File: src/logic/cpu_params.svh
`ifndef CPU_PARAMS_SVH
`define CPU_PARAMS_SVH

// Bus widths
`define CPU_ADDR_W 16
`define CPU_DATA_W 8

// First opcode fetch after reset
`define CPU_RESET_PC 16'h0200

// High address byte for zero-page accesses
`define CPU_ZERO_PAGE 8'h00

// Positions of the flags in the status byte
`define CPU_FLAG_N 7
`define CPU_FLAG_V 6
`define CPU_FLAG_Z 1
`define CPU_FLAG_C 0

`endif

File: src/logic/cpu_pkg.sv
`default_nettype none

package cpu_pkg;

    `include "cpu_params.svh"

    typedef logic [`CPU_ADDR_W-1:0] addr_t;
    typedef logic [`CPU_DATA_W-1:0] data_t;

    // Cycle states
    typedef enum logic [2:0] {
        FETCH,        // Opcode on the bus
        OPERAND,      // Second instruction byte
        HIGH_BYTE,    // Third byte of JMP
        ZP_ACCESS,    // Zero-page read or write
        BRANCH_LOW,   // Add offset to PCL
        BRANCH_HIGH   // Fix PCH after a page crossing
    } cpu_state_e;

    // ALU operation, same order as opcode bits 7:5
    typedef enum logic [2:0] {
        ALU_ORA,
        ALU_AND,
        ALU_EOR,
        ALU_ADC,
        ALU_STA,
        ALU_LDA,
        ALU_CMP,
        ALU_SBC
    } alu_op_e;

    // Source of the internal data bus
    typedef enum logic [2:0] {
        DB_NONE,
        DB_DATA_IN,
        DB_ALU,
        DB_A,
        DB_COUNT
    } db_src_e;

    typedef enum logic {
        ADR_PC,
        ADR_ZERO_PAGE
    } adr_src_e;

    // Register driven onto data_out
    typedef enum logic [1:0] {
        STORE_A,
        STORE_X,
        STORE_Y
    } store_src_e;

endpackage

`default_nettype wire

File: src/logic/cpu_control.sv
`timescale 1ns/1ns
`default_nettype none

module cpu_control
    import cpu_pkg::*;
(
    input  wire logic clock,
    input  wire logic reset,
    input  wire logic enable,
    input  wire data_t opcode,
    input  wire logic branch_taken,
    input  wire logic page_cross,
    output cpu_state_e state,
    output alu_op_e alu_op,
    output db_src_e db_src,
    output logic load_a,
    output logic load_x,
    output logic load_y,
    output logic set_n,
    output logic set_z,
    output logic set_c_alu,
    output logic set_c_opcode,
    output logic clear_v,
    output logic set_v_alu,
    output logic count_inc,
    output logic count_dec,
    output adr_src_e adr_src,
    output logic pc_increment,
    output logic pc_branch_low,
    output logic pc_branch_high,
    output logic pc_jump,
    output store_src_e store_src,
    output logic write_enable,
    output logic sync
);

    cpu_state_e next_state;

    // Opcode classes
    wire logic op_alu_zp  = opcode ==? 8'b???_001_01;                   // ORA..SBC $00
    wire logic op_alu_imm = (opcode ==? 8'b???_010_01) & (opcode != 8'h89);  // No STA #
    wire logic op_alu     = op_alu_zp | op_alu_imm;
    wire logic op_acc_out = op_alu & (opcode[7:5] != 3'b100) & (opcode[7:5] != 3'b110);
    wire logic op_cmp     = op_alu & (opcode[7:5] == 3'b110);
    wire logic op_adc_sbc = op_alu & (opcode ==? 8'b?11_???_??);         // ADC/SBC
    wire logic op_sta     = opcode == 8'h85;
    wire logic op_stx     = opcode == 8'h86;
    wire logic op_sty     = opcode == 8'h84;
    wire logic op_ldx     = opcode == 8'hA2;                            // LDX #
    wire logic op_ldy     = opcode == 8'hA0;                            // LDY #
    wire logic op_cpx     = opcode == 8'hE0;
    wire logic op_cpy     = opcode == 8'hC0;
    wire logic op_tax     = opcode == 8'hAA;
    wire logic op_tay     = opcode == 8'hA8;
    wire logic op_txa_tya = (opcode == 8'h8A) | (opcode == 8'h98);
    wire logic op_inx_dex = (opcode == 8'hE8) | (opcode == 8'hCA);
    wire logic op_iny_dey = (opcode == 8'hC8) | (opcode == 8'h88);
    wire logic op_inc     = (opcode == 8'hE8) | (opcode == 8'hC8);
    wire logic op_dec     = (opcode == 8'hCA) | (opcode == 8'h88);
    wire logic op_clc_sec = opcode ==? 8'b00?_110_00;                   // C from bit 5
    wire logic op_clv     = opcode == 8'hB8;
    wire logic op_branch  = opcode ==? 8'b???_100_00;
    wire logic op_jmp     = opcode == 8'h4C;

    wire logic op_store = op_sta | op_stx | op_sty;
    wire logic op_zp    = op_alu_zp | op_stx | op_sty;                  // STA is in op_alu_zp
    wire logic op_imm   = op_alu_imm | op_ldx | op_ldy | op_cpx | op_cpy;
    wire logic op_cmp_any = op_cmp | op_cpx | op_cpy;

    wire logic in_fetch = state == FETCH;

    // Register updates in FETCH act on the previous opcode
    always_comb
    begin
        alu_op = (op_cpx | op_cpy) ? ALU_CMP : alu_op_e'(opcode[7:5]);

        if (op_stx | op_cpx)
            store_src = STORE_X;              // Also feeds the ALU for CPX
        else if (op_sty | op_cpy)
            store_src = STORE_Y;
        else
            store_src = STORE_A;

        if (op_ldx | op_ldy)
            db_src = DB_DATA_IN;
        else if (op_tax | op_tay)
            db_src = DB_A;
        else if (op_txa_tya | op_inx_dex | op_iny_dey)
            db_src = DB_COUNT;
        else if (op_acc_out | op_cmp_any)
            db_src = DB_ALU;
        else
            db_src = DB_NONE;
    end

    assign load_a = in_fetch & (op_acc_out | op_txa_tya);
    assign load_x = in_fetch & (op_ldx | op_tax | op_inx_dex);
    assign load_y = in_fetch & (op_ldy | op_tay | op_iny_dey);
    assign set_n  = load_a | load_x | load_y | (in_fetch & op_cmp_any);
    assign set_z  = set_n;
    assign set_c_alu    = in_fetch & (op_adc_sbc | op_cmp_any);
    assign set_c_opcode = in_fetch & op_clc_sec;
    assign clear_v      = in_fetch & op_clv;
    assign set_v_alu    = in_fetch & op_adc_sbc;
    assign count_inc    = in_fetch & op_inc;
    assign count_dec    = in_fetch & op_dec;

    // Bus and PC control
    assign adr_src        = (state == ZP_ACCESS) ? ADR_ZERO_PAGE : ADR_PC;
    assign write_enable   = (state == ZP_ACCESS) & op_store;
    assign pc_branch_low  = state == BRANCH_LOW;
    assign pc_branch_high = state == BRANCH_HIGH;
    assign pc_jump        = state == HIGH_BYTE;
    assign sync           = in_fetch;

    always_comb
    begin
        pc_increment = 1'b0;
        next_state = FETCH;
        case (state)
            FETCH:
            begin
                pc_increment = 1'b1;
                next_state = OPERAND;
            end
            OPERAND:
            begin
                // Unknown opcodes fall through as one-byte no-ops
                pc_increment = op_imm | op_zp | op_branch | op_jmp;
                if (op_zp)
                    next_state = ZP_ACCESS;
                else if (op_jmp)
                    next_state = HIGH_BYTE;
                else if (op_branch & branch_taken)
                    next_state = BRANCH_LOW;
            end
            BRANCH_LOW:
                next_state = page_cross ? BRANCH_HIGH : FETCH;
            default:
                next_state = FETCH;           // HIGH_BYTE, ZP_ACCESS, BRANCH_HIGH
        endcase
    end

    always_ff @(posedge clock)
    begin
        if (reset)
            state <= FETCH;
        else if (enable)
            state <= next_state;
    end

endmodule

`default_nettype wire

File: src/logic/cpu_alu.sv
`timescale 1ns/1ns
`default_nettype none

module cpu_alu
    import cpu_pkg::*;
(
    input  wire data_t a_in,
    input  wire data_t b_in,
    input  wire logic c_in,
    input  wire alu_op_e op,
    output data_t result,
    output logic c_out,
    output logic v_out
);

    wire logic subtract = (op == ALU_CMP) | (op == ALU_SBC);   // Add the complement
    wire logic carry = (op == ALU_CMP) | c_in;                 // CMP ignores C

    wire data_t addend = subtract ? ~b_in : b_in;
    wire logic [8:0] sum = {1'b0, a_in} + {1'b0, addend} + 9'(carry);

    always_comb
    begin
        case (op)
            ALU_ORA: result = a_in | b_in;
            ALU_AND: result = a_in & b_in;
            ALU_EOR: result = a_in ^ b_in;
            ALU_LDA: result = b_in;
            ALU_STA: result = '0;              // Stores never use the ALU result
            default: result = sum[7:0];        // ADC, CMP, SBC
        endcase
    end

    assign c_out = sum[8];
    // Overflow when both inputs share a sign the result lacks
    assign v_out = (a_in[7] ^ sum[7]) & (addend[7] ^ sum[7]);

endmodule

`default_nettype wire

File: src/logic/cpu_regfile.sv
`timescale 1ns/1ns
`default_nettype none

`include "cpu_params.svh"

module cpu_regfile
    import cpu_pkg::*;
(
    input  wire logic clock,
    input  wire logic reset,
    input  wire logic enable,
    input  wire data_t data_in,
    input  wire data_t opcode,
    input  wire data_t alu_result,
    input  wire logic alu_c,
    input  wire logic alu_v,
    input  wire db_src_e db_src,
    input  wire logic load_a,
    input  wire logic load_x,
    input  wire logic load_y,
    input  wire logic set_n,
    input  wire logic set_z,
    input  wire logic set_c_alu,
    input  wire logic set_c_opcode,
    input  wire logic clear_v,
    input  wire logic set_v_alu,
    input  wire logic count_inc,
    input  wire logic count_dec,
    output data_t reg_a,
    output data_t reg_x,
    output data_t reg_y,
    output logic flag_c,
    output logic branch_taken
);

    data_t status;                         // N V - - - - Z C
    data_t db;
    data_t next_status;

    // Counter unit works on X for TXA/INX/DEX, on Y otherwise
    wire logic count_x = (opcode == 8'h8A) | (opcode == 8'hE8) | (opcode == 8'hCA);
    wire data_t count_in = count_x ? reg_x : reg_y;
    wire data_t count_out = count_in + {8{count_dec}} + 8'(count_inc);

    // Internal data bus
    always_comb
    begin
        case (db_src)
            DB_DATA_IN: db = data_in;
            DB_ALU:     db = alu_result;
            DB_A:       db = reg_a;
            DB_COUNT:   db = count_out;
            default:    db = '0;
        endcase
    end

    always_comb
    begin
        next_status = status;
        if (set_n)
            next_status[`CPU_FLAG_N] = db[7];
        if (set_z)
            next_status[`CPU_FLAG_Z] = db == '0;
        if (set_c_opcode)
            next_status[`CPU_FLAG_C] = opcode[5];   // CLC / SEC
        else if (set_c_alu)
            next_status[`CPU_FLAG_C] = alu_c;
        if (clear_v)
            next_status[`CPU_FLAG_V] = 1'b0;
        else if (set_v_alu)
            next_status[`CPU_FLAG_V] = alu_v;
    end

    // Branch flag picked by bits 7:6 as N, V, C, Z and compared with bit 5
    wire logic [3:0] branch_flags = {status[`CPU_FLAG_Z], status[`CPU_FLAG_C],
                                     status[`CPU_FLAG_V], status[`CPU_FLAG_N]};
    assign branch_taken = branch_flags[opcode[7:6]] == opcode[5];
    assign flag_c = status[`CPU_FLAG_C];

    always_ff @(posedge clock)
    begin
        if (reset)
            status <= '0;
        else if (enable)
            status <= next_status;
    end

    always_ff @(posedge clock)
    begin
        if (enable)
        begin
            if (load_a)
                reg_a <= db;
            if (load_x)
                reg_x <= db;
            if (load_y)
                reg_y <= db;
        end
    end

endmodule

`default_nettype wire

File: src/logic/cpu_bus_unit.sv
`timescale 1ns/1ns
`default_nettype none

`include "cpu_params.svh"

module cpu_bus_unit
    import cpu_pkg::*;
(
    input  wire logic clock,
    input  wire logic reset,
    input  wire logic enable,
    input  wire data_t data_in,
    input  wire cpu_state_e state,
    input  wire adr_src_e adr_src,
    input  wire logic pc_increment,
    input  wire logic pc_branch_low,
    input  wire logic pc_branch_high,
    input  wire logic pc_jump,
    input  wire store_src_e store_src,
    input  wire logic write_enable,
    input  wire data_t reg_a,
    input  wire data_t reg_x,
    input  wire data_t reg_y,
    output addr_t address,
    output data_t data_out,
    output data_t data_reg,
    output data_t opcode,
    output logic page_cross
);

    addr_t pc;
    addr_t next_pc;
    logic branch_back;                     // Offset of the taken branch was negative

    // Low byte sum, data_reg holds the branch offset in BRANCH_LOW
    wire logic [8:0] branch_sum = {1'b0, pc[7:0]} + {1'b0, data_reg};
    assign page_cross = branch_sum[8] ^ data_reg[7];
    wire data_t page_fix = branch_back ? 8'hFF : 8'h01;

    always_comb
    begin
        if (pc_jump)
            next_pc = {data_in, data_reg};                 // High byte arrives now
        else if (pc_branch_low)
            next_pc = {pc[15:8], branch_sum[7:0]};
        else if (pc_branch_high)
            next_pc = {pc[15:8] + page_fix, pc[7:0]};
        else
            next_pc = pc + addr_t'(pc_increment);
    end

    assign address = (adr_src == ADR_ZERO_PAGE) ? {`CPU_ZERO_PAGE, data_reg} : pc;

    always_comb
    begin
        case (store_src)
            STORE_X: data_out = reg_x;
            STORE_Y: data_out = reg_y;
            default: data_out = reg_a;
        endcase
    end

    always_ff @(posedge clock)
    begin
        if (reset)
        begin
            pc <= `CPU_RESET_PC;
            opcode <= 8'hEA;               // NOP, nothing to write back
        end
        else if (enable)
        begin
            pc <= next_pc;
            if (state == FETCH)
                opcode <= data_in;
        end
    end

    always_ff @(posedge clock)
    begin
        if (enable)
        begin
            // After a write the stored byte stands in for the read
            data_reg <= write_enable ? data_out : data_in;
            if (pc_branch_low)
                branch_back <= data_reg[7];
        end
    end

endmodule

`default_nettype wire

File: src/logic/cpu_core.sv
`timescale 1ns/1ns
`default_nettype none

// data_in carries the byte of the current address by the closing clock edge
module cpu_core
    import cpu_pkg::*;
(
    input  wire logic clock,
    input  wire logic reset,
    input  wire logic enable,
    input  wire data_t data_in,
    output addr_t address,
    output data_t data_out,
    output logic write_enable,
    output logic sync
);

    cpu_state_e state;
    alu_op_e alu_op;
    db_src_e db_src;
    adr_src_e adr_src;
    store_src_e store_src;
    logic load_a, load_x, load_y;
    logic set_n, set_z, set_c_alu, set_c_opcode, clear_v, set_v_alu;
    logic count_inc, count_dec;
    logic pc_increment, pc_branch_low, pc_branch_high, pc_jump;
    logic branch_taken, page_cross, flag_c, alu_c, alu_v;
    data_t opcode, data_reg, alu_result, reg_a, reg_x, reg_y;

    cpu_control control (
        .clock, .reset, .enable, .opcode, .branch_taken, .page_cross,
        .state, .alu_op, .db_src, .load_a, .load_x, .load_y,
        .set_n, .set_z, .set_c_alu, .set_c_opcode, .clear_v, .set_v_alu,
        .count_inc, .count_dec, .adr_src,
        .pc_increment, .pc_branch_low, .pc_branch_high, .pc_jump,
        .store_src, .write_enable, .sync
    );

    // Store mux doubles as the ALU A input so CPX and CPY compare X and Y
    cpu_alu alu (
        .a_in(data_out), .b_in(data_reg), .c_in(flag_c), .op(alu_op),
        .result(alu_result), .c_out(alu_c), .v_out(alu_v)
    );

    cpu_regfile regfile (
        .clock, .reset, .enable, .data_in(data_reg), .opcode,
        .alu_result, .alu_c, .alu_v, .db_src, .load_a, .load_x, .load_y,
        .set_n, .set_z, .set_c_alu, .set_c_opcode, .clear_v, .set_v_alu,
        .count_inc, .count_dec, .reg_a, .reg_x, .reg_y, .flag_c, .branch_taken
    );

    cpu_bus_unit bus_unit (
        .clock, .reset, .enable, .data_in, .state, .adr_src,
        .pc_increment, .pc_branch_low, .pc_branch_high, .pc_jump,
        .store_src, .write_enable, .reg_a, .reg_x, .reg_y,
        .address, .data_out, .data_reg, .opcode, .page_cross
    );

endmodule

`default_nettype wire

File: config.mk
export PLATFORM = sky130hd
export DESIGN_NAME = cpu_core
export DESIGN_NICKNAME = d
export VERILOG_FILES = /design/src/logic/cpu_pkg.sv /design/src/logic/cpu_control.sv /design/src/logic/cpu_alu.sv /design/src/logic/cpu_regfile.sv /design/src/logic/cpu_bus_unit.sv /design/src/logic/cpu_core.sv
export VERILOG_INCLUDE_DIRS = /design/src /design/src/logic
export SDC_FILE = /design/constraint.sdc
export NUM_CORES = 1
export LEC_CHECK = 0
export BUFFER_PORTS_ARGS = -buffer_cell sky130_fd_sc_hd__buf_4
export CAP_MARGIN = 0
export CORE_MARGIN = 1.5
export CORE_UTILIZATION = 57
export CTS_CLUSTER_SIZE = 28
export DETAILED_ROUTE_END_ITERATION = 10
export GPL_TIMING_DRIVEN = 0
export PLACE_DENSITY_LB_ADDON = 0.25
export RECOVER_POWER = 100
export SYNTH_ARGS = -nofsm -noshare
export SYNTH_HDL_FRONTEND = slang
export SYNTH_HIERARCHICAL = 1
export SYNTH_SLANG_ARGS = --single-unit
export TNS_END_PERCENT = 100
File: constraint.sdc
create_clock -name clock -period 4.9 [get_ports clock]
set_input_delay 0 -clock clock [delete_from_list [all_inputs] [get_ports clock]]
set_output_delay 0 -clock clock [all_outputs]
set_load 0.1 [all_outputs]
=== Yosys cells after proc, flatten, opt, wreduce, memory -nomap -nowiden ===
Index checks and enable logic that the tools add are counted.
Widths: inputs -> output; s select.

* Add/subtract/negate cells: 7
* Equality and inequality tests: 46
* Order comparisons: 1
* Reductions and logical operators: 15
* Bitwise gates (word level): 65
* Mux-type cells: 31

{| class="wikitable"
|+ Operator list
! cell !! number
|-
| $eq 8x8->1 const B || 16
|-
| $mux 16 || 4
|-
| $or 1x1->1 || 40
|-
| $pmux 8 s5 || 1
|-
| $mux 8 || 4
|-
| $pmux 8 s4 || 1
|-
| $eq 3x3->1 const B || 8
|-
| $mux 3 || 8
|-
| $reduce_and 2->1 || 10
|-
| $add 8x8->9 || 2
|-
| $and 1x1->1 || 18
|-
| $add 16x1->16 || 1
|-
| $add 8x8->8 || 2
|-
| $pmux 8 s2 || 1
|-
| $eq 3x2->1 const B || 5
|-
| $add 9x1->9 || 1
|-
| $eq 3x1->1 const B || 3
|-
| $pmux 3 s3 || 1
|-
| $add 8x1->8 || 1
|-
| $and 8x8->8 || 1
|-
| $eq 8x7->1 const B || 1
|-
| $logic_not 8->1 || 1
|-
| $ne 8x8->1 const B || 1
|-
| $not 8->8 || 1
|-
| other kinds (20) || 33
|}

* Output and inout bits: 26
* Flip-flop bits (word level): 64
* Logic and storage cells: 177
* Bits of input ports: 11

=== Logic depth before layout (Yosys ltp) ===
Gate-level depths: netlist of the first run.

* Word-level depth: 14
* Gate-level depth with buffers: 21
* Mapped depth without buffers: 19

=== Cells and area by module ===
The synthesis of the first run kept the hierarchy.

{| class="wikitable"
|+ By module, submodules not included
! module !! sequential area each (um2) !! area an instance (um2) !! cells each !! instances
|-
| cpu_bus_unit || 750.7 || 2,830.2 || 343 || 1
|-
| cpu_regfile || 800.8 || 1,760.4 || 148 || 1
|-
| cpu_alu || 0.0 || 1,089.8 || 150 || 1
|-
| cpu_control || 60.1 || 744.5 || 115 || 1
|}

=== Least setup slack after synthesis of the first run ===
No wires, ideal clock.

* Path kind: register -> register
* From: reg bus_unit.opcode[7]
* To: reg regfile.status[1]
* Setup time: 84 ps
* Buffers on the path: 3
* Data required time: 4,816 ps
* Slack: -1,965 ps
* Arrival time: 6,781 ps
* Cell stages (with the launch flop): 19
* Clock period less this slack: 6,865 ps
* Cells stage by stage: dfxtp_1 -> buf_4 -> or3b_1 -> clkbuf_2 -> nor3_1 -> ha_1 -> clkbuf_2 -> a22oi_1 -> o21ai_0 -> fa_1 -> fa_1 -> a22o_1 -> nand2_1 -> o221ai_1 -> mux2i_1 -> o22ai_1 -> or4b_1 -> or4_1 -> o31ai_2

* Elaborated cells on any way between the ends: 90
* Classes of those cells: 4 x add/sub; 30 x eq/ne; 12 x mux; 41 x bitwise; 3 x reduce/logical

{| class="wikitable"
|+ RTL lines
! what !! RTL line !! text
|-
| start: declaration || cpu_bus_unit.sv:27 || <nowiki>output data_t opcode,</nowiki>
|-
| start signal: assignment || cpu_bus_unit.sv:74 || <nowiki>opcode <= data_in;</nowiki>
|-
| $eq 8x8->1 (on tied branches) || cpu_control.sv:48, cpu_control.sv:52 ||
|-
| $or 1x1->1 || cpu_control.sv:79 || <nowiki>else if (op_sty | op_cpy)</nowiki>
|-
| $mux 2 || cpu_control.sv:79 ||
|-
| $mux 2 * || cpu_control.sv:77 || <nowiki>if (op_stx | op_cpx)</nowiki>
|-
| net store_src[1] || cpu_core.sv:22 || <nowiki>store_src_e store_src;</nowiki>
|-
| $eq 2x2->1 / $eq 2x1->1 (equally long branches) || cpu_bus_unit.sv:56 || <nowiki>case (store_src)</nowiki>
|-
| $pmux 8 s2 * || cpu_bus_unit.sv:56 ||
|-
| net data_out[0] || cpu_core.sv:13 || <nowiki>output data_t data_out,</nowiki>
|-
| $add 8x8->9 * || cpu_alu.sv:20 || <nowiki>wire logic [8:0] sum = {1'b0, a_in} + {1'b0, addend} + 9'(carry);</nowiki>
|-
| $add 9x1->9 * || cpu_alu.sv:20 ||
|-
| $pmux 8 s5 * || cpu_alu.sv:24 || <nowiki>case (op)</nowiki>
|-
| net alu_result[1] || cpu_core.sv:28 || <nowiki>data_t opcode, data_reg, alu_result, reg_a, reg_x, reg_y;</nowiki>
|-
| $pmux 8 s4 * || cpu_regfile.sv:48 || <nowiki>case (db_src)</nowiki>
|-
| net regfile.db[1] || cpu_regfile.sv:37 || <nowiki>data_t db;</nowiki>
|-
| $logic_not 8->1 * || cpu_regfile.sv:63 || <nowiki>next_status[`CPU_FLAG_Z] = db == '0;</nowiki>
|-
| end signal: assignment || cpu_regfile.sv:85 || <nowiki>status <= next_status;</nowiki>
|-
| end: declaration || cpu_regfile.sv:36 || <nowiki>data_t status;</nowiki>
|}

Mark *: on every way through the listed nets, which the timed path passes. The rest lies on a longest branch.
A chain may end at the register's enable or synchronous reset.

=== Worst setup path after layout of the first run ===
* From: reg bus_unit.opcode[7]
* To: reg regfile.status[1]

* Elaborated cells on any way between the ends: 90
* Classes of those cells: 4 x add/sub; 30 x eq/ne; 12 x mux; 41 x bitwise; 3 x reduce/logical

{| class="wikitable"
|+ RTL lines
! what !! RTL line
|-
| $eq 8x8->1 (on tied branches) || cpu_control.sv:48, cpu_control.sv:52
|-
| $or 1x1->1 || cpu_control.sv:79
|-
| $mux 2 || cpu_control.sv:79
|-
| $mux 2 * || cpu_control.sv:77
|-
| net store_src[1] || cpu_core.sv:22
|-
| $eq 2x2->1 / $eq 2x1->1 (equally long branches) || cpu_bus_unit.sv:56
|-
| $pmux 8 s2 * || cpu_bus_unit.sv:56
|-
| $add 8x8->9 || cpu_alu.sv:20
|-
| $add 9x1->9 || cpu_alu.sv:20
|-
| $pmux 8 s5 * || cpu_alu.sv:24
|-
| net alu_result[1] || cpu_core.sv:28
|-
| $pmux 8 s4 * || cpu_regfile.sv:48
|-
| net regfile.db[1] || cpu_regfile.sv:37
|-
| $logic_not 8->1 * || cpu_regfile.sv:63
|}

Marks and branches as above.

==> results.md, run 1 <==
* Sequential-to-total area share from yosys stat at 0.251
* Mapped cell area at 6420 sq um
* Clock Skew at 0.00942 ns
* Outcome: finished clean
* Post-synth net total at 822
* Clk pwr share at 0.338
* Vias at 6332
* Worst vdd ir at 0.000197 V
* Sequential group share of total power at 0.332
* Reg2reg end: regfile/status[1]$_SDFFE_PP0P_
* Post-synth EDFFs at 33
* Net switching power at 681 uW
* Top_reg_cell synth: edfxtp_1
* Worst hold path class: in -> reg
* Critical path required time at 5.13 ns
* Period minus WS final at 4.80 ns
* Final wirelength at 19.5 mm
* Layout Nets at 880
* Die Area at 11900 sq um
* Final setup viols at 0
* Clk slew on worst S/H paths at 0.06 ns
* Die height at 109 um
* Crit Reg-Reg Startpoint: bus_unit/opcode[7]$_SDFFE_PP1P_
* Commonest cells post-synth: 56 x nand2_1, 53 x nor2_1, 49 x ha_1, 43 x o21ai_0, 41 x inv_1
* Leading area contributor after synthesis: edfxtp_1
* CTS sink count at 64
* Pre-Repair DR Iteration Count at 5
* IO Pins at 37
* Worst Setup End Kind: register
* Mapped Avg Cell Area at 8.50 sq um
* CP arrival at 5.03 ns
* Clock tree buffer depth at 2
* Switch share at 0.353
* PD cells at 262 nW/um^2
* Gr ovfl total at 0
* Hold EP: bus_unit/data_reg[2]$_DFFE_PP_
* Global-route wire length before repair at 30.7 mm
* Tightest Pin Transition at 1.19 ns
* Antenna viol nets, final at 0
* Total negative slack at 0 ns
* Clock root cell: clkbuf_16
* Comb power frac at 0.331
* Yosys warnings at 6
* F_max at 208 MHz
* Pint at 1250 uW
* Largest Register: bus_unit/pc
* Pleak at 0.00291 uW
* Top-count cell post-synth: nand2_1
* Hold Crit Start: enable
* DR iter-0 viols at 759
* Final period util at 0.980
* RSZ-0062 raised after global routing: no
* Max reg flops at 16
* GRT Util Overall at 0.336
* Count of input and output buffers at 36
* Tot Pwr at 1930 uW
* Vias in the first global route at 5978
* Core ar. at 10900 sq um
* CP Class: reg -> reg
* Layout cells sized above 1 at 0.155
* Layout area overhead at 14.5%
* Clock latency on the worst-skew pair at 0.33 ns
* Dpl hpwl at 14.5 mm
* Wire per inst at 20.3 um
* Hold Path Stages at 1
* Post-Synthesis Cells at 756
* Largest net degree at the start of global routing at 17
* Reg2Reg Depth at 17
* H-tree Lvls at 3
* # DRC at 0
* Slew Viols, Final at 0
* Critical Path Fanout Max at 10
* Diodes inserted at 0
* Synth top area share at 0.154
* Cell variety after synth at 92
* Startpoint types: register
* Initial antenna violation count at 0
* Max_slew headroom at 0.208
* Initial Utilization at 0.588
* Routability Congestion at 0.965
* Asr flop ratio synth at 0
* Num CTS Buffers at 9
* Num rows at 38
* R2R Setup Slk at 0.1 ns
* Post-DR vias/cell at 6.60
* Max_cap viols at 0
* Synth top area cells: edfxtp_1 15%, dfxtp_1 9.7%, ha_1 9.5%
* Number of synthesized register bits at 64
* Final Hold Fails at 0
* CTS tree: yes
* Die Wd at 109 um
-- through the flow --
stage	instances	hold WS, ns	area (sq um)	util	setup WS (ns)
floorplan	756	0.0691	6490	-	0.0102
global placement	932	0.245	6940	0.634	-0.572
detailed placement	932	0.246	6940	0.634	-0.600
CTS	958	0.0429	7480	0.684	0.00455
global route	959	0.349	7360	0.673	0.0271
finish	959	0.326	7360	0.673	0.0984
-- worst max-delay path by stage --
stage / from / endpoint / cells after the start / slack, ns
2_1_floorplan: bus_unit/opcode[7]$_SDFFE_PP1P_ / regfile/status[1]$_SDFFE_PP0P_ / 18 / 0.01
3_3_place_gp: bus_unit/opcode[7]$_SDFFE_PP1P_ / regfile/status[1]$_SDFFE_PP0P_ / 19 / -0.57
3_5_place_dp: bus_unit/opcode[7]$_SDFFE_PP1P_ / regfile/status[1]$_SDFFE_PP0P_ / 19 / -0.60
4_1_cts: bus_unit/opcode[4]$_SDFFE_PP0P_ / regfile/status[1]$_SDFFE_PP0P_ / 20 / 0.005
5_1_grt: bus_unit/opcode[2]$_SDFFE_PP0P_ / regfile/status[1]$_SDFFE_PP0P_ / 18 / 0.03
6_report: bus_unit/opcode[7]$_SDFFE_PP1P_ / regfile/status[1]$_SDFFE_PP0P_ / 17 / 0.1
-- kinds of logic after synthesis --
family | after synthesis | synth area share
multiplexers | 48 | 0.0816
adder cells (fa/ha/maj) | 55 | 0.114
XOR/XNOR | 32 | 0.0436
AO/OA/AOI/OAI | 209 | 0.226
flip-flops | 64 | 0.251
buffers and inverters | 87 | 0.0590
AND/OR/NAND/NOR | 261 | 0.225
-- critical path: stages, from the launching register on --
cell	delay, ns
dfxtp_4	0.39
buf_6	0.16
or3b_4	0.41
nor3_4	0.25
ha_4	0.25
clkbuf_8	0.17
nand2_2	0.08
o21ai_4	0.07
fa_2	0.40
fa_1	0.54
a22o_1	0.27
nand2_1	0.07
o221ai_1	0.11
mux2i_1	0.15
o22ai_1	0.15
or4b_1	0.56
or4_4	0.45
o31ai_2	0.21
-- placed cells by master (no fill, tap or decap), types with 8 or more instances in the layout --
cell type	netlist	final
o211ai_1	10	10
a22oi_1	14	13
ha_1	49	47
dlygate4sd3_1	0	9
edfxtp_1	33	33
a211oi_1	10	11
nand4_1	9	9
o22ai_1	9	9
nor3_1	17	15
buf_4	5	18
xor2_1	14	14
nand3_1	15	15
clkbuf_1	20	46
nor4_1	9	9
a21oi_1	40	40
nand2b_1	9	8
mux2i_1	22	22
inv_1	41	40
nor2_1	53	52
xnor2_1	18	18
dfxtp_1	31	28
clkbuf_16	0	9
mux2_2	25	25
nor2b_1	22	21
o21ai_0	43	39
nand2_1	56	54
or3_1	9	8
-- routing by layer --
| metal | vias to the layer above | routed length (um) | GRT usage |
|---|---|---|---|
| li1 | 2936 | - | - |
| met2 | 288 | 8720 | 0.524 |
| met1 | 3065 | 8480 | 0.469 |
| met5 | - | 0 | 0 |
| met3 | 43 | 1850 | 0.0681 |
| met4 | 0 | 412 | 0.101 |
-- final cells by class --
type / instances / area (sq um)
clock inverter: 6 / 68.8
timing repair buffer: 51 / 297
multi-input combinational: 605 / 4570
inverter: 44 / 165
clock buffer: 10 / 229
sequential: 64 / 1620
buffer: 39 / 236
tap: 140 / 175
fill: 936 / 3580
-- what timing repair did --
| action | in CTS | in global routing |
|---|---|---|
| gates resized for setup | 36 | 5 |
| setup buffers | 3 | 3 |
| pin swaps | 7 | 6 |
| hold buffers | 9 | 0 |
| endpoints found under the setup margin | 4 | 1 |
| hold endpoints to repair | 11 | 0 |
-- power by group through the flow --
stage	sequential, uW	clock (uW)	combinational [uW]
floorplan	631	0	469
global placement	645	0	588
detailed placement	646	0	604
CTS	637	649	629
global route	642	677	685
finish	639	650	637
Power figures use the tool's default switching activity.
==> run 2, diff against run 1 <==
- CORE_UTILIZATION: 57 -> 30
==> run 2 against run 1 <==
  * Die area up 87%
  * Critical path depth up 1
  * Sequential power up 0.6%
  * Clock power down 1%
  * Worst hold slack better by 0.086 ns
  * Non-clock buffer count up 6
  * Critical endpoint unchanged
  * Power down 0.11%
  * Count of clock-buffer cells in the layout down 1
  * Worst setup slack worse by 0.013 ns
  * Fmax down 0.26%
  * Utilization down 31 points
  * Register-to-register slack about the same
==> results.md, run 2 (synthesis gave the netlist of run 1 again) <==
* Met3 Wirelength at 964 um
* CTS sink count at 64
* Max_slew headroom at 0.219
* Max reg flops at 16
* Clock latency on the worst-skew pair at 0.34 ns
* CP arrival at 5.06 ns
* DR iter-0 viols at 384
* Num CTS Buffers at 9
* Worst hold path class: in -> reg
* IO Pins at 37
* Num rows at 53
* CTS tree: yes
* Final period util at 0.982
* Hold EP: bus_unit/data_reg[7]$_DFFE_PP_
* Met2 WL at 8.97 mm
* Gr ovfl total at 0
* Layout Nets at 886
* Routability Congestion at 0.868
* Global-route wire length before repair at 31.9 mm
* Diodes inserted at 0
* Post-Layout Cell Count at 1100
* Final Hold Fails at 0
* Placed Instances at 1068
* Worst Setup End Kind: register
* Post-DR vias/cell at 5.39
* Layout cells sized above 1 at 0.168
* Tightest Pin Transition at 1.18 ns
* Critical Path Fanout Max at 8
* Hold Path Stages at 1
* Design area at 7600 sq um
* CP Class: reg -> reg
* F_max at 208 MHz
* Hold Crit Start: enable
* Area occupied by multi-input gates at 4580 sq um
* Die Area at 22300 sq um
* Pleak at 0.00297 uW
* Highest-count cells in the layout ignoring fill and taps: 55 x nand2_1, 53 x nor2_1, 47 x ha_1
* Vias in the first global route at 5633
* Met1 wire length at 9.89 mm
* Final setup viols at 0
* Worst Hold Margin at 0.412 ns
* Reg area at 1620 sq um
* Fillers at 2165
* Critical path required time at 5.15 ns
* Antenna viol nets, final at 0
* Crit Reg-Reg Startpoint: bus_unit/opcode[4]$_SDFFE_PP0P_
* Pre-Repair DR Iteration Count at 5
* Largest Register: bus_unit/pc
* Die Wd at 149 um
* Reg2reg end: regfile/status[1]$_SDFFE_PP0P_
* Initial Utilization at 0.306
* Core ar. at 21000 sq um
* Most common cell after layout, fill and taps aside: nand2_1
* Clock Skew at 0.00974 ns
* # DRC at 0
* H-tree Lvls at 3
* Reg2Reg Depth at 18
* Period minus WS final at 4.81 ns
* Count of input and output buffers at 36
* Area post-placement at 7110 sq um
* Largest net degree at the start of global routing at 17
* Clock root cell: clkbuf_16
* Vias at 5927
* Final wirelength at 20.3 mm
* Clk slew on worst S/H paths at 0.06 ns
* PD cells at 253 nW/um^2
* Startpoint types: register
* Initial antenna violation count at 0
* RSZ-0062 raised after global routing: yes
* Total negative slack at 0 ns
* Dpl hpwl at 15.1 mm
* Clock tree buffer depth at 2
* R2R Setup Slk at 0.09 ns
* Slew Viols, Final at 0
* Outcome: finished clean
* GRT Util Overall at 0.186
* Top sig layer: met4
* Die height at 149 um
* Worst vdd ir at 0.000186 V
* Wire per inst at 18.4 um
* Layout area overhead at 18.3%
* Max_cap viols at 0
[run 2: cell count changes in the layout (fill, tap and decap cells not counted), moves of 3 or more]
cell	delta
mux2_2	-4
clkbuf_8	-3
mux2_1	+4
clkbuf_1	-6
buf_4	+10
[run 2: critical path: stages, from the launching register on]
cell	delay [ns]
dfxtp_4	0.36
buf_6	0.14
or3b_1	0.38
buf_6	0.15
nor3_4	0.25
inv_2	0.07
ha_4	0.18
a22oi_2	0.23
o21ai_4	0.12
fa_2	0.41
fa_2	0.50
a22o_1	0.24
nand2_1	0.07
o221ai_2	0.11
mux2i_1	0.20
o22ai_2	0.13
or4b_1	0.48
or4_4	0.44
o31ai_2	0.25
[run 2: worst max path at each step]
stage,from,end,slack (ns),depth (start not counted)
2_1_floorplan,bus_unit/opcode[7]$_SDFFE_PP1P_,regfile/status[1]$_SDFFE_PP0P_,0.01,18
6_report,bus_unit/opcode[4]$_SDFFE_PP0P_,regfile/status[1]$_SDFFE_PP0P_,0.09,18
5_1_grt,bus_unit/opcode[4]$_SDFFE_PP0P_,regfile/status[1]$_SDFFE_PP0P_,-0.04,18
3_5_place_dp,bus_unit/opcode[7]$_SDFFE_PP1P_,regfile/status[1]$_SDFFE_PP0P_,-0.53,19
3_3_place_gp,bus_unit/opcode[7]$_SDFFE_PP1P_,regfile/status[1]$_SDFFE_PP0P_,-0.55,19
4_1_cts,bus_unit/opcode[0]$_SDFFE_PP0P_,regfile/status[1]$_SDFFE_PP0P_,0.00005,18
[run 2: layer usage]
layer,GRT usage,vias up
met5,0,-
met4,0.0678,0
met3,0.0211,30
met2,0.281,146
met1,0.270,2805
li1,-,2946
[run 2: area by class of cell]
type,instances,area share
inverters,44,0.0217
multi-input cells,605,0.603
clock inverters,7,0.00955
well taps,275,0.0453
flip-flops and latches,64,0.214
plain buffers,39,0.0301
clock buffers,9,0.0296
repair buffers,57,0.0474
[run 2: where the power goes]
part	internal [uW]	switching, uW
logic	260	380
registers	597	45.9
clock network	393	248
[run 2: timing repair]
| item | in CTS | in global routing |
|---|---|---|
| setup endpoints to repair | 5 | 1 |
| setup buffers | 3 | 8 |
| hold endpoints to repair | 12 | 0 |
| gates resized for setup | 23 | 22 |
| pin swaps | 5 | 11 |
| hold buffers | 9 | 0 |
| gates cloned | 0 | 0 |
[run 2: stage by stage]
step | power, uW | util | setup slack (ns)
6_report | 1920 | 0.362 | 0.0858
5_1_grt | 2030 | 0.362 | -0.0381
4_1_cts | 1920 | 0.362 | 0.0000466
3_5_place_dp | 1260 | 0.338 | -0.533
3_3_place_gp | 1260 | 0.338 | -0.555
2_1_floorplan | 1100 | - | 0.0102
